File: config.mk
export PLATFORM = sky130hd
export DESIGN_NAME = cart_loader
export DESIGN_NICKNAME = d
export VERILOG_FILES = /design/src/source/cart_pkg.sv /design/src/source/cart_loader.sv /design/src/source/cheat_assembler.sv /design/src/source/ram_clear.sv /design/src/source/header_detect.sv
export SDC_FILE = /design/constraint.sdc
export NUM_CORES = 1
export LEC_CHECK = 0
export BUFFER_PORTS_ARGS = -buffer_cell sky130_fd_sc_hd__buf_2
export CAP_MARGIN = 10
export CORE_MARGIN = 2
export CORE_UTILIZATION = 44
export DETAILED_ROUTE_END_ITERATION = 7
export GPL_TIMING_DRIVEN = 0
export PLACE_DENSITY = 0.72
export SKIP_LAST_GASP = 1
export SYNTH_ARGS = -nofsm -noshare
export SYNTH_HDL_FRONTEND = slang
export SYNTH_SLANG_ARGS = --single-unit
File: constraint.sdc
create_clock -name clk_sys -period 5.3 [get_ports clk_sys]
set_clock_uncertainty 0.15 [all_clocks]
set_input_delay 1.06 -clock clk_sys [delete_from_list [all_inputs] [get_ports clk_sys]]
set_output_delay 1.06 -clock clk_sys [all_outputs]
set_load 0.02 [all_outputs]
File: src/source/cart_pkg.sv
package cart_pkg;

	// ========================================================================
	// Widths
	// ========================================================================

	localparam int FILL_ADDR_BITS = 17;

	typedef logic [24:0]               dl_addr_t;
	typedef logic [15:0]               dl_word_t;
	typedef logic [23:0]               mask_t;
	typedef logic [3:0]                size_code_t;
	typedef logic [FILL_ADDR_BITS-1:0] fill_addr_t;
	typedef logic [7:0]                byte_t;

	// Download indexes (cart is matched on the low 6 bits only)
	localparam logic [7:0] IDX_CART  = 8'h00;
	localparam logic [7:0] IDX_CHEAT = 8'hFF;

	// Size byte offsets inside the image, RAM size sits two bytes later
	localparam mask_t HDR_LOROM_SIZE   = 24'h7FD6;
	localparam mask_t HDR_HIROM_SIZE   = 24'hFFD6;
	localparam mask_t HDR_EXHIROM_SIZE = 24'h40FFD6;

	// ========================================================================
	// Settings
	// ========================================================================

	typedef enum logic [2:0] {
		AUTO      = 3'd0,
		NO_HEADER = 3'd1,
		LOROM     = 3'd2,
		HIROM     = 3'd3,
		EXHIROM   = 3'd4
	} header_mode_t;

	typedef enum logic [1:0] {
		REGION_AUTO = 2'd0,
		REGION_NTSC = 2'd1,
		REGION_PAL  = 2'd2
	} region_sel_t;

	// ========================================================================
	// Bundles
	// ========================================================================

	typedef struct packed {
		logic       active;
		logic [7:0] index;
		dl_addr_t   addr;
		dl_word_t   data;
		logic       wr;
	} dl_bus_t;

	typedef struct packed {
		logic [7:0] rom_type;
		mask_t      rom_mask;
		mask_t      ram_mask;
	} cart_info_t;

	typedef struct packed {
		fill_addr_t addr;
		byte_t      data;
		logic       en;
	} fill_wr_t;

	// Same bit layout as the cheat engine expects: flags on top
	typedef struct packed {
		logic [31:0] flags;
		logic [31:0] address;
		logic [31:0] compare;
		logic [31:0] replace;
	} cheat_t;

endpackage
File: src/source/cart_loader.sv
`timescale 1ns/1ps

module cart_loader #(
	parameter int COPIER_SKIP = 512
) (
	input  logic                    clk_sys,
	input  logic                    RESET,
	input  cart_pkg::dl_bus_t       dl,
	input  cart_pkg::header_mode_t  header_mode,
	input  cart_pkg::region_sel_t   region_sel,
	input  logic [1:0]              fill_sel,
	output cart_pkg::cart_info_t    cart,
	output logic                    pal,
	output cart_pkg::fill_wr_t      fill,
	output logic                    clearing,
	output cart_pkg::cheat_t        cheat,
	output logic                    cheat_valid,
	output logic                    cheat_clear,
	output logic                    core_reset
);

	logic cart_dl;
	logic cheat_dl;

	// ========================================================================
	// Index decode and core reset
	// ========================================================================

	assign cart_dl  = dl.active && dl.index[5:0] == cart_pkg::IDX_CART[5:0];
	assign cheat_dl = dl.active && dl.index == cart_pkg::IDX_CHEAT;

	// Core held off while loading and while WRAM is swept
	assign core_reset = RESET | cart_dl | clearing;

	header_detect #(
		.COPIER_SKIP (COPIER_SKIP)
	) i_header_detect (
		.clk_sys     (clk_sys),
		.RESET       (RESET),
		.cart_dl     (cart_dl),
		.dl          (dl),
		.header_mode (header_mode),
		.region_sel  (region_sel),
		.cart        (cart),
		.pal         (pal)
	);

	ram_clear i_ram_clear (
		.clk_sys  (clk_sys),
		.RESET    (RESET),
		.cart_dl  (cart_dl),
		.fill_sel (fill_sel),
		.fill     (fill),
		.clearing (clearing)
	);

	cheat_assembler i_cheat_assembler (
		.clk_sys     (clk_sys),
		.RESET       (RESET),
		.cheat_dl    (cheat_dl),
		.cart_dl     (cart_dl),
		.dl          (dl),
		.cheat       (cheat),
		.cheat_valid (cheat_valid),
		.cheat_clear (cheat_clear)
	);

endmodule

File: src/source/cheat_assembler.sv
`timescale 1ns/1ps

module cheat_assembler (
	input  logic               clk_sys,
	input  logic               RESET,
	input  logic               cheat_dl,
	input  logic               cart_dl,
	input  cart_pkg::dl_bus_t  dl,
	output cart_pkg::cheat_t   cheat,
	output logic               cheat_valid,
	output logic               cheat_clear
);

	logic cheat_wr;

	assign cheat_wr = cheat_dl & dl.wr;

	// ========================================================================
	// Record assembly, low word of each field first
	// ========================================================================

	always_ff @(posedge clk_sys) begin
		if (cheat_wr) begin
			case (dl.addr[3:0])
				4'd0:  cheat.flags[15:0]    <= dl.data;
				4'd2:  cheat.flags[31:16]   <= dl.data;
				4'd4:  cheat.address[15:0]  <= dl.data;
				4'd6:  cheat.address[31:16] <= dl.data;
				4'd8:  cheat.compare[15:0]  <= dl.data;
				4'd10: cheat.compare[31:16] <= dl.data;
				4'd12: cheat.replace[15:0]  <= dl.data;
				4'd14: cheat.replace[31:16] <= dl.data;
				default: ;
			endcase
		end
	end

	// Strobes
	always_ff @(posedge clk_sys) begin
		if (RESET) begin
			cheat_valid <= 1'b0;
			cheat_clear <= 1'b0;
		end else begin
			// Last word completes the record
			cheat_valid <= cheat_wr && dl.addr[3:0] == 4'd14;
			// Table restarts on a fresh cheat file or any new cartridge
			cheat_clear <= (cheat_wr && dl.addr == '0) || cart_dl;
		end
	end

endmodule

File: src/source/ram_clear.sv
`timescale 1ns/1ps

module ram_clear (
	input  logic                clk_sys,
	input  logic                RESET,
	input  logic                cart_dl,
	input  logic [1:0]          fill_sel,
	output cart_pkg::fill_wr_t  fill,
	output logic                clearing
);

	typedef enum logic {
		IDLE,
		SWEEP
	} clear_state_t;

	clear_state_t         state;
	logic                 cart_dl_q;
	cart_pkg::fill_addr_t addr;
	cart_pkg::byte_t      pattern;

	// ========================================================================
	// Sweep sequencer
	// ========================================================================

	always_ff @(posedge clk_sys) begin
		if (RESET) begin
			state     <= IDLE;
			cart_dl_q <= 1'b0;
			addr      <= '0;
		end else begin
			cart_dl_q <= cart_dl;
			if (cart_dl && !cart_dl_q) begin
				// New cartridge, start from the bottom
				state <= SWEEP;
				addr  <= '0;
			end else if (state == SWEEP) begin
				addr <= addr + 1'b1;
				if (&addr)
					state <= IDLE;
			end else begin
				addr <= '0;
			end
		end
	end

	// Power-on patterns seen on real consoles
	always_comb begin
		case (fill_sel)
			2'd0:    pattern = (addr[8] ^ addr[2]) ? 8'h66 : 8'h99;
			2'd1:    pattern = (addr[9] ^ addr[0]) ? 8'hFF : 8'h00;
			2'd2:    pattern = 8'h55;
			default: pattern = 8'hFF;
		endcase
	end

	assign clearing = (state == SWEEP);

	always_comb begin
		fill.addr = addr;
		fill.data = pattern;
		fill.en   = clearing;
	end

endmodule

File: src/source/header_detect.sv
`timescale 1ns/1ps

module header_detect #(
	parameter int COPIER_SKIP = 512
) (
	input  logic                    clk_sys,
	input  logic                    RESET,
	input  logic                    cart_dl,
	input  cart_pkg::dl_bus_t       dl,
	input  cart_pkg::header_mode_t  header_mode,
	input  cart_pkg::region_sel_t   region_sel,
	output cart_pkg::cart_info_t    cart,
	output logic                    pal
);

	cart_pkg::size_code_t rom_size;
	cart_pkg::size_code_t ram_size;
	logic                 rom_region;

	// Size word location for the forced modes
	cart_pkg::dl_addr_t hdr_rom_addr;
	cart_pkg::dl_addr_t hdr_ram_addr;
	logic               hdr_forced;

	logic cart_wr;

	function automatic cart_pkg::mask_t size_to_mask(input cart_pkg::size_code_t code);
		return (24'd1024 << code) - 24'd1;
	endfunction

	assign cart_wr = cart_dl & dl.wr;

	always_comb begin
		hdr_forced   = 1'b1;
		hdr_rom_addr = '0;
		case (header_mode)
			cart_pkg::LOROM:   hdr_rom_addr = cart_pkg::dl_addr_t'(cart_pkg::HDR_LOROM_SIZE);
			cart_pkg::HIROM:   hdr_rom_addr = cart_pkg::dl_addr_t'(cart_pkg::HDR_HIROM_SIZE);
			cart_pkg::EXHIROM: hdr_rom_addr = cart_pkg::dl_addr_t'(cart_pkg::HDR_EXHIROM_SIZE);
			default:           hdr_forced   = 1'b0;
		endcase
		hdr_rom_addr = hdr_rom_addr + cart_pkg::dl_addr_t'(COPIER_SKIP);
		hdr_ram_addr = hdr_rom_addr + 25'd2;
	end

	// ========================================================================
	// Header capture
	// ========================================================================

	always_ff @(posedge clk_sys) begin
		if (RESET) begin
			rom_size   <= '0;
			ram_size   <= '0;
			rom_region <= 1'b0;
			cart       <= '0;
			pal        <= 1'b0;
		end else if (cart_dl) begin
			if (cart_wr) begin
				if (dl.addr == '0) begin
					rom_size <= 4'hC;
					ram_size <= 4'h0;
					// Size nibbles packed in the low byte of a tagged image
					if (header_mode == cart_pkg::AUTO && dl.data[7:0] != 8'h00)
						{ram_size, rom_size} <= dl.data[7:0];

					case (header_mode)
						cart_pkg::NO_HEADER: cart.rom_type <= 8'd0;
						cart_pkg::LOROM:     cart.rom_type <= 8'd0;
						cart_pkg::HIROM:     cart.rom_type <= 8'd1;
						cart_pkg::EXHIROM:   cart.rom_type <= 8'd2;
						default:             cart.rom_type <= dl.data[15:8];
					endcase
				end

				if (dl.addr == 25'd2)
					rom_region <= dl.data[8];

				if (hdr_forced && dl.addr == hdr_rom_addr)
					rom_size <= dl.data[11:8];
				if (hdr_forced && dl.addr == hdr_ram_addr)
					ram_size <= dl.data[3:0];

				// Uses the sizes as they stood before this write
				cart.rom_mask <= size_to_mask(rom_size);
				cart.ram_mask <= (ram_size == '0) ? '0 : size_to_mask(ram_size);
			end
		end else begin
			case (region_sel)
				cart_pkg::REGION_NTSC: pal <= 1'b0;
				cart_pkg::REGION_PAL:  pal <= 1'b1;
				default:               pal <= rom_region;
			endcase
		end
	end

endmodule

==> impl_table.tex, run 1 <==
\begin{tabular}{lr}
\hline
Metric & Value \\
\hline
\multicolumn{2}{l}{\textbf{Die}} \\
\quad Die width & 134 um \\
\quad Number of rows created at floorplan & 47 \\
\quad Die Footprint & 18000 um\^{}2 \\
\quad Area of the core region & 16600 um\^{}2 \\
\quad Starting Density & 44.9\% \\
\quad Die Span Y & 134 um \\
\quad Number of top-level pins & 275 \\
\multicolumn{2}{l}{\textbf{Place}} \\
\quad Detailed Place HPWL & 14200 um \\
\quad PortBufs & 273 \\
\quad Final GP Congestion & 0.856 \\
\multicolumn{2}{l}{\textbf{Finish}} \\
\quad Antenna cell count & 0 \\
\quad Fillers & 1392 \\
\quad Nets & 952 \\
\quad Fraction of layout instances using a drive strength above 1 & 39.4\% \\
\quad Sequential standard cell area & 5230 um\^{}2 \\
\quad Multi-input combinational cell area & 1920 um\^{}2 \\
\quad Layout overhead on the synthesized area & 32.5\% \\
\multicolumn{2}{l}{\textbf{CTS}} \\
\quad Post-cts sizing count & 0 \\
\quad TritonCTS clock tree & yes \\
\quad Clk sink count & 197 \\
\quad Clk buf depth & 2 \\
\quad Clock Root Buffer & clkbuf\_16 \\
\quad Latest clock arrival within the worst-skew pair & 0.43 ns \\
\quad CTS Buf Count & 17 \\
\quad Register clock-pin slew on the reported worst setup and hold paths & 0.08 ns \\
\quad Setup repair bufs after CTS & 0 \\
\quad Number of hold-repair buffers added at the cts stage & 0 \\
\quad Number of levels the H-tree was split into & 4 \\
\multicolumn{2}{l}{\textbf{Routing}} \\
\quad Vias after detailed routing & 5709 \\
\quad WL per Instance & 17.3 um \\
\quad Violation count after the first detailed-route iteration & 521 \\
\quad Routed Wire Length & 19400 um \\
\quad Mean number of vias per cell & 5.10 \\
\quad Count of TritonRoute iterations in the first routing pass & 5 \\
\quad Detail Route Antenna Nets & 0 \\
\quad Post-route DRC violation count & 0 \\
\multicolumn{2}{l}{\textbf{Setup path}} \\
\quad Largest stage delay on the critical path & 0.45 ns \\
\quad Critical register-to-register path startpoint & i\_header\_detect.rom\_size[3] \\
\quad Class of the most critical setup path & in2out \\
\quad Data required time of the critical path & 4.09 ns \\
\quad Master of the slowest instance on the critical path & nor4b\_1 \\
\quad Highest fanout seen on the critical path & 6 \\
\quad Critical Path Sink Type & output port \\
\quad CP Data Arrival Time & 2.25 ns \\
\quad Cell-by-cell listing of the critical path & buf\_2 > nor4b\_1 > nand2\_1 > nand2\_1 > buf\_2 \\
\quad Worst Path Buf+Inv & 2 \\
\quad Critical path launch point type & input pin \\
\quad Cell family with most CP delay & simple AND/OR/NAND/NOR gates \\
\quad Launch point of the worst path & dl[45] \\
\multicolumn{2}{l}{\textbf{Power}} \\
\quad Static leakage & 0.00394 uW \\
\quad Worst-case vdd ir drop & 0.212 mV \\
\quad P per Cell Area & 310 nW/um\^{}2 \\
\quad Total chip power & 3060 uW \\
\multicolumn{2}{l}{\textbf{Synth}} \\
\quad Dominant register cell in the synthesized netlist & edfxtp\_1 \\
\quad Number of different library cells in the post-synthesis netlist & 57 \\
\quad Dominant combinational cell family by area after synthesis & simple AND/OR/NAND/NOR gates \\
\quad Ranking of synthesized cells by area & edfxtp\_1, dfxtp\_1, nor2\_1, buf\_4, a21oi\_1 \\
\quad Compound-cell area share of the yosys netlist & 7.14\% \\
\quad Sequential cell area fraction in the yosys report & 70.2\% \\
\quad Area leader, netlist & edfxtp\_1 \\
\quad Most instantiated cells after synthesis & edfxtp\_1, nor2\_1, dfxtp\_1 \\
\quad Number of synthesized flops with an enable pin & 128 \\
\quad Most frequently used cell type in the post-synthesis netlist & edfxtp\_1 \\
\quad Syn. warnings & 0 \\
\quad \#FFs+latches synth & 197 \\
\quad Multiplexer share of the synthesized area & 0.689\% \\
\quad Simple logic cell fraction of the synthesized area & 14.8\% \\
\quad Mapped Cells & 587 \\
\quad Area fraction of the dominant cell type after synthesis & 51.6\% \\
\quad Xor/xnor cell area share of the yosys netlist & 2.00\% \\
\quad Syn nets & 652 \\
\quad Average cell area after synthesis & 12.7 um\^{}2 \\
\quad Post-synth ARST share & 0\% \\
\quad Adder-Cell Fraction of Synth Area & 0.840\% \\
\quad Post-Syn Area & 7450 um\^{}2 \\
\multicolumn{2}{l}{\textbf{GRT}} \\
\quad Total global-route track usage & 21.5\% \\
\quad Largest net degree at the start of global routing & 21 \\
\quad Initial antenna violation count & 0 \\
\quad Wire length of the first global-routing pass & 29100 um \\
\quad Number of global-route vias before repair & 5106 \\
\quad Aggregate global routing overflow & 0 \\
\multicolumn{2}{l}{\textbf{Timing}} \\
\quad Worst rel slew slack & 30.5\% \\
\quad F\_max & 0.289 GHz \\
\quad Final critical-path required period & 3.46 ns \\
\quad Final hold violations & 0 \\
\quad RSZ-0062 raised after global routing & false \\
\quad Setup-violating endpoint count in the final report & 0 \\
\quad Min Hold Slack & 0.302 ns \\
\quad Worst-Margin Slew & 1.03 ns \\
\quad Setup\_tns & 0 ns \\
\quad Fin. max-slew vios & 0 \\
\quad Share of the cycle needed by the critical path after routing & 65.3\% \\
\multicolumn{2}{l}{\textbf{Worst hold path}} \\
\quad Worst hold path type & reg2reg \\
\quad Start point of the worst min-delay path & i\_header\_detect.cart[17] \\
\multicolumn{2}{l}{\textbf{Run status}} \\
\quad Result of the run & finished, final reports clean \\
\multicolumn{2}{l}{\textbf{Job}} \\
\quad Number of max-capacitance violations reported & 0 \\
\hline
\end{tabular}
registers in the layout, indices dropped and copies added (netlist names):
register / flops
i_cheat_assembler.cheat_clear: 1
i_header_detect.cart: 38
i_header_detect.rom_region: 1
i_ram_clear.cart_dl_q: 1
i_header_detect.pal: 1
i_ram_clear.clearing: 1
i_cheat_assembler.cheat_valid: 1
i_header_detect.ram_size: 4
i_cheat_assembler.cheat: 128
i_ram_clear.addr: 17
i_header_detect.rom_size: 4
worst register-to-register path, cell delays in order (launching register included):
cell      delay [ns]
dfxtp_1         0.31
clkbuf_1        0.33
clkbuf_1        0.41
nand3b_1        0.18
ha_1            0.14
buf_1           0.28
nor3_1          0.08
a21o_1          0.16
a22o_1          0.17
a211oi_1        0.28
nor3_1          0.07
layout by cell type (no fill, tap or decap), types with 5 or more instances in the layout:
cell | synthesis | routed
xor2_1 | 10 | 10
nand3_1 | 20 | 20
nor2_2 | 0 | 6
nor4_1 | 6 | 6
nand2_1 | 45 | 45
buf_8 | 0 | 5
o21ai_0 | 11 | 11
buf_2 | 0 | 273
buf_4 | 23 | 23
clkbuf_16 | 0 | 17
a21oi_1 | 34 | 34
edfxtp_1 | 128 | 128
inv_1 | 7 | 7
a211oi_1 | 12 | 12
nor3_1 | 26 | 24
nand4_1 | 9 | 9
and3_1 | 7 | 7
ha_1 | 5 | 5
clkbuf_1 | 22 | 22
xnor2_1 | 7 | 7
or3b_1 | 5 | 5
nor2_1 | 71 | 65
dfxtp_1 | 69 | 69
nand3b_1 | 6 | 6
area by class of cell:
class	count	share of cell area (%)
plain buffers	51	3.01
clock buffers	17	4.31
clock inverters	15	2.05
inverters	7	0.266
multi-input cells	332	19.5
flip-flops and latches	197	53.0
well taps	220	2.79
repair buffers	281	15.1
stage by stage:
step | instances | instance area [um^2] | setup slack, ns | util (%)
3_5_place_dp | 1088 | 9240 | 1.87 | 55.7
2_1_floorplan | 587 | 7450 | 1.99 | -
5_1_grt | 1120 | 9870 | 1.66 | 59.5
3_3_place_gp | 1080 | 9090 | 0.631 | 54.8
4_1_cts | 1120 | 9870 | 1.87 | 59.5
6_report | 1120 | 9870 | 1.84 | 59.5
cell families (layout without fill, tap and decap cells):
family	count (synthesis)	after routing
simple gates	222	222
flops	197	197
compound gates	83	83
buf+inv	58	371
xor+xnor	17	17
fa+ha+maj	5	5
mux	5	5
layer usage:
layer | part of all wire, % | vias to the layer above | track usage [%]
met2 | 48 | 261 | 35.6
met1 | 43 | 2688 | 28.3
li1 | - | 2744 | -
met5 | 0 | - | 0
met4 | 1.1 | 0 | 5.91
met3 | 7.5 | 16 | 5.59
report_power, final:
group / total (uW) / internal [uW] / switching, uW
Sequential: 1630 / 1630 / 0.678
Clock: 1340 / 724 / 611
Combinational: 96.1 / 33.0 / 63.1
Total: 3060 / 2390 / 675
worst paths after layout:
kind,to,slack (ns),depth (start not counted)
worst min register to register,i_header_detect.cart[17],0.30,2
worst max-delay path,core_reset,1.84,5
worst max register to register,i_header_detect.cart[44],2.60,10
worst min-delay path,i_header_detect.cart[17],0.30,2
Note: power is estimated with default switching activity, not from simulation.
==> run 2: changes to the inputs <==
- ABC_AREA: not set -> 1
- clock period: 5.3 -> 3.3 ns (I/O delays scaled with it)
==> impl_table.tex, run 2 <==
\begin{tabular}{lr}
\hline
Metric & Value \\
\hline
\multicolumn{2}{l}{\textbf{Finish}} \\
\quad Count of non-filler cells in the finished layout & 1251 \\
\quad Nets & 1078 \\
\quad Top library cells by usage in the layout, fill and taps aside & buf\_2, edfxtp\_1, nand2\_1 \\
\quad Most common library cell in the layout ignoring fill and taps & buf\_2 \\
\quad Fillers & 1477 \\
\quad Layout overhead on the synthesized area & 30.4\% \\
\quad Fraction of layout instances using a drive strength above 1 & 36.4\% \\
\quad Number of flip-flops under the largest register name & 128 \\
\quad Final core utilization & 58.6\% \\
\quad Antenna cell count & 0 \\
\quad Final Instance Area & 10100 um\^{}2 \\
\multicolumn{2}{l}{\textbf{Timing}} \\
\quad Post-route setup slack & 0.800 ns \\
\quad F\_max & 0.400 GHz \\
\quad Fin. max-slew vios & 0 \\
\quad Worst rel slew slack & 32.7\% \\
\quad RSZ-0062 raised after global routing & false \\
\quad Final hold violations & 0 \\
\quad Setup-violating endpoint count in the final report & 0 \\
\quad Share of the cycle needed by the critical path after routing & 75.7\% \\
\quad Worst-Margin Slew & 1.01 ns \\
\quad Final critical-path required period & 2.50 ns \\
\quad Min Hold Slack & 0.312 ns \\
\multicolumn{2}{l}{\textbf{Setup path}} \\
\quad R2r setup slk & 0.98 ns \\
\quad CP Data Arrival Time & 1.69 ns \\
\quad Highest fanout seen on the critical path & 5 \\
\quad Critical Path Sink Type & output port \\
\quad Class of the most critical setup path & reg2out \\
\quad Critical path launch point type & flop \\
\quad Data required time of the critical path & 2.49 ns \\
\multicolumn{2}{l}{\textbf{CTS}} \\
\quad Clk buf depth & 2 \\
\quad Register clock-pin slew on the reported worst setup and hold paths & 0.07 ns \\
\quad CTS Buf Count & 17 \\
\quad Latest clock arrival within the worst-skew pair & 0.43 ns \\
\quad Clk sink count & 197 \\
\quad Post-cts sizing count & 0 \\
\quad TritonCTS clock tree & yes \\
\quad Number of levels the H-tree was split into & 4 \\
\quad Setup repair bufs after CTS & 0 \\
\quad Clock Root Buffer & clkbuf\_16 \\
\quad Number of hold-repair buffers added at the cts stage & 0 \\
\multicolumn{2}{l}{\textbf{Power}} \\
\quad Switching part of the total power & 24.0\% \\
\quad P per Cell Area & 484 nW/um\^{}2 \\
\quad Static leakage & 0.00443 uW \\
\quad Sequential group share of total power & 53.4\% \\
\quad Part of the total power dissipated in the clock network & 42.8\% \\
\quad Cell internal power dissipation & 3720 uW \\
\quad Switching component of the power & 1180 uW \\
\quad Power share of the combinational group & 3.8\% \\
\quad Worst-case vdd ir drop & 0.359 mV \\
\multicolumn{2}{l}{\textbf{Synth}} \\
\quad Number of synthesized flops with an enable pin & 128 \\
\quad Syn nets & 780 \\
\quad Sequential cell area fraction in the yosys report & 67.3\% \\
\quad Most instantiated cells after synthesis & edfxtp\_1, nand2\_1, nor2\_1 \\
\quad Post-Syn Area & 7770 um\^{}2 \\
\quad Ranking of synthesized cells by area & edfxtp\_1, dfxtp\_1, nand2\_1, nor2\_1, inv\_1 \\
\quad Post-synth ARST share & 0\% \\
\quad Syn. warnings & 0 \\
\quad Mapped Cells & 715 \\
\quad Most frequently used cell type in the post-synthesis netlist & edfxtp\_1 \\
\quad Area fraction of the dominant cell type after synthesis & 49.5\% \\
\quad Dominant register cell in the synthesized netlist & edfxtp\_1 \\
\quad Area leader, netlist & edfxtp\_1 \\
\quad Number of different library cells in the post-synthesis netlist & 41 \\
\quad Average cell area after synthesis & 10.9 um\^{}2 \\
\quad \#FFs+latches synth & 197 \\
\multicolumn{2}{l}{\textbf{Die}} \\
\quad Area of the core region & 17300 um\^{}2 \\
\quad Die width & 137 um \\
\quad Number of top-level pins & 275 \\
\quad Die Footprint & 18700 um\^{}2 \\
\quad Starting Density & 44.9\% \\
\quad Die Span Y & 137 um \\
\quad Number of rows created at floorplan & 48 \\
\multicolumn{2}{l}{\textbf{GRT}} \\
\quad Initial antenna violation count & 0 \\
\quad Aggregate global routing overflow & 0 \\
\quad Total global-route track usage & 21.1\% \\
\quad Number of global-route vias before repair & 5436 \\
\quad Wire length of the first global-routing pass & 29200 um \\
\quad Largest net degree at the start of global routing & 23 \\
\multicolumn{2}{l}{\textbf{Routing}} \\
\quad Routed Wire Length & 20000 um \\
\quad Count of TritonRoute iterations in the first routing pass & 5 \\
\quad Detail Route Antenna Nets & 0 \\
\quad Mean number of vias per cell & 4.87 \\
\quad Post-route DRC violation count & 0 \\
\quad Vias after detailed routing & 6097 \\
\quad Violation count after the first detailed-route iteration & 421 \\
\quad WL per Instance & 16.0 um \\
\multicolumn{2}{l}{\textbf{Place}} \\
\quad Cell Area, Placed & 9520 um\^{}2 \\
\quad Detailed Place HPWL & 15000 um \\
\quad Worst slack, placed & 0.497 ns \\
\quad PortBufs & 274 \\
\quad Final GP Congestion & 0.859 \\
\quad Cell count after placement & 1219 \\
\multicolumn{2}{l}{\textbf{Run status}} \\
\quad Result of the run & finished, final reports clean \\
\multicolumn{2}{l}{\textbf{Job}} \\
\quad Number of max-capacitance violations reported & 0 \\
\multicolumn{2}{l}{\textbf{Worst hold path}} \\
\quad Worst hold path type & reg2reg \\
\hline
\end{tabular}
[run 2: cells by family after synthesis]
family                     share of synthesized area (%)
xor gates and xnor gates                            1.13
buffers and inverters                               6.41
and+or+nand+nor                                     18.6
AOI/OAI and AO/OA                                   5.78
adders and majority gates                          0.805
DFF                                                 67.3
[run 2: per-layer routing]
layer / track usage, % / routed length, um / part of all wire (%) / vias up
met3: 6.67 / 1530 / 7.6 / 24
met1: 26.1 / 8460 / 42 / 2823
met4: 6.82 / 365 / 1.8 / 0
met5: 0 / 0 / 0 / -
li1: - / - / - / 3010
met2: 35.3 / 9700 / 48 / 240
[run 2: worst paths after layout]
path                                          startpoint                       end  depth (start not counted)
worst max register to register       i_ram_clear.addr[0]      i_ram_clear.addr[16]                         10
worst min register to register  i_header_detect.cart[17]  i_header_detect.cart[17]                          2
worst min-delay path            i_header_detect.cart[17]  i_header_detect.cart[17]                          2
worst max-delay path                 i_ram_clear.addr[2]                   fill[8]                          7
[run 2: area by class of cell]
cell class,instances,area [um^2],area share (%)
sequential,197,5230,51.6
buffer,37,254,2.51
tap,225,282,2.78
multi-input combinational,416,2060,20.4
clock inverter,15,186,1.84
timing repair buffer,279,1450,14.3
inverter,65,244,2.41
clock buffer,17,425,4.20
[run 2: power groups by stage]
stage | combinational (uW) | sequential [uW] | clock (uW)
after floorplan | 81.7 | 2680 | 0
after global placement | 181 | 2680 | 0
after detailed placement | 184 | 2680 | 0
after CTS | 185 | 2620 | 2130
after global routing | 207 | 2620 | 2230
final | 185 | 2620 | 2100
[run 2: critical path: stages, from the launching register on]
cell     delay [ns]
dfxtp_1        0.44
xnor2_1        0.18
inv_1          0.06
o31ai_1        0.18
inv_1          0.08
nand2_1        0.07
buf_4          0.10
buf_2          0.15
[run 2: stage by stage]
stage               TNS (ns)  total power [uW]
finish                     0              4900
global route               0              5060
floorplan                  0              2760
detailed placement         0              2860
CTS                        0              4930
global placement      -0.385              2860
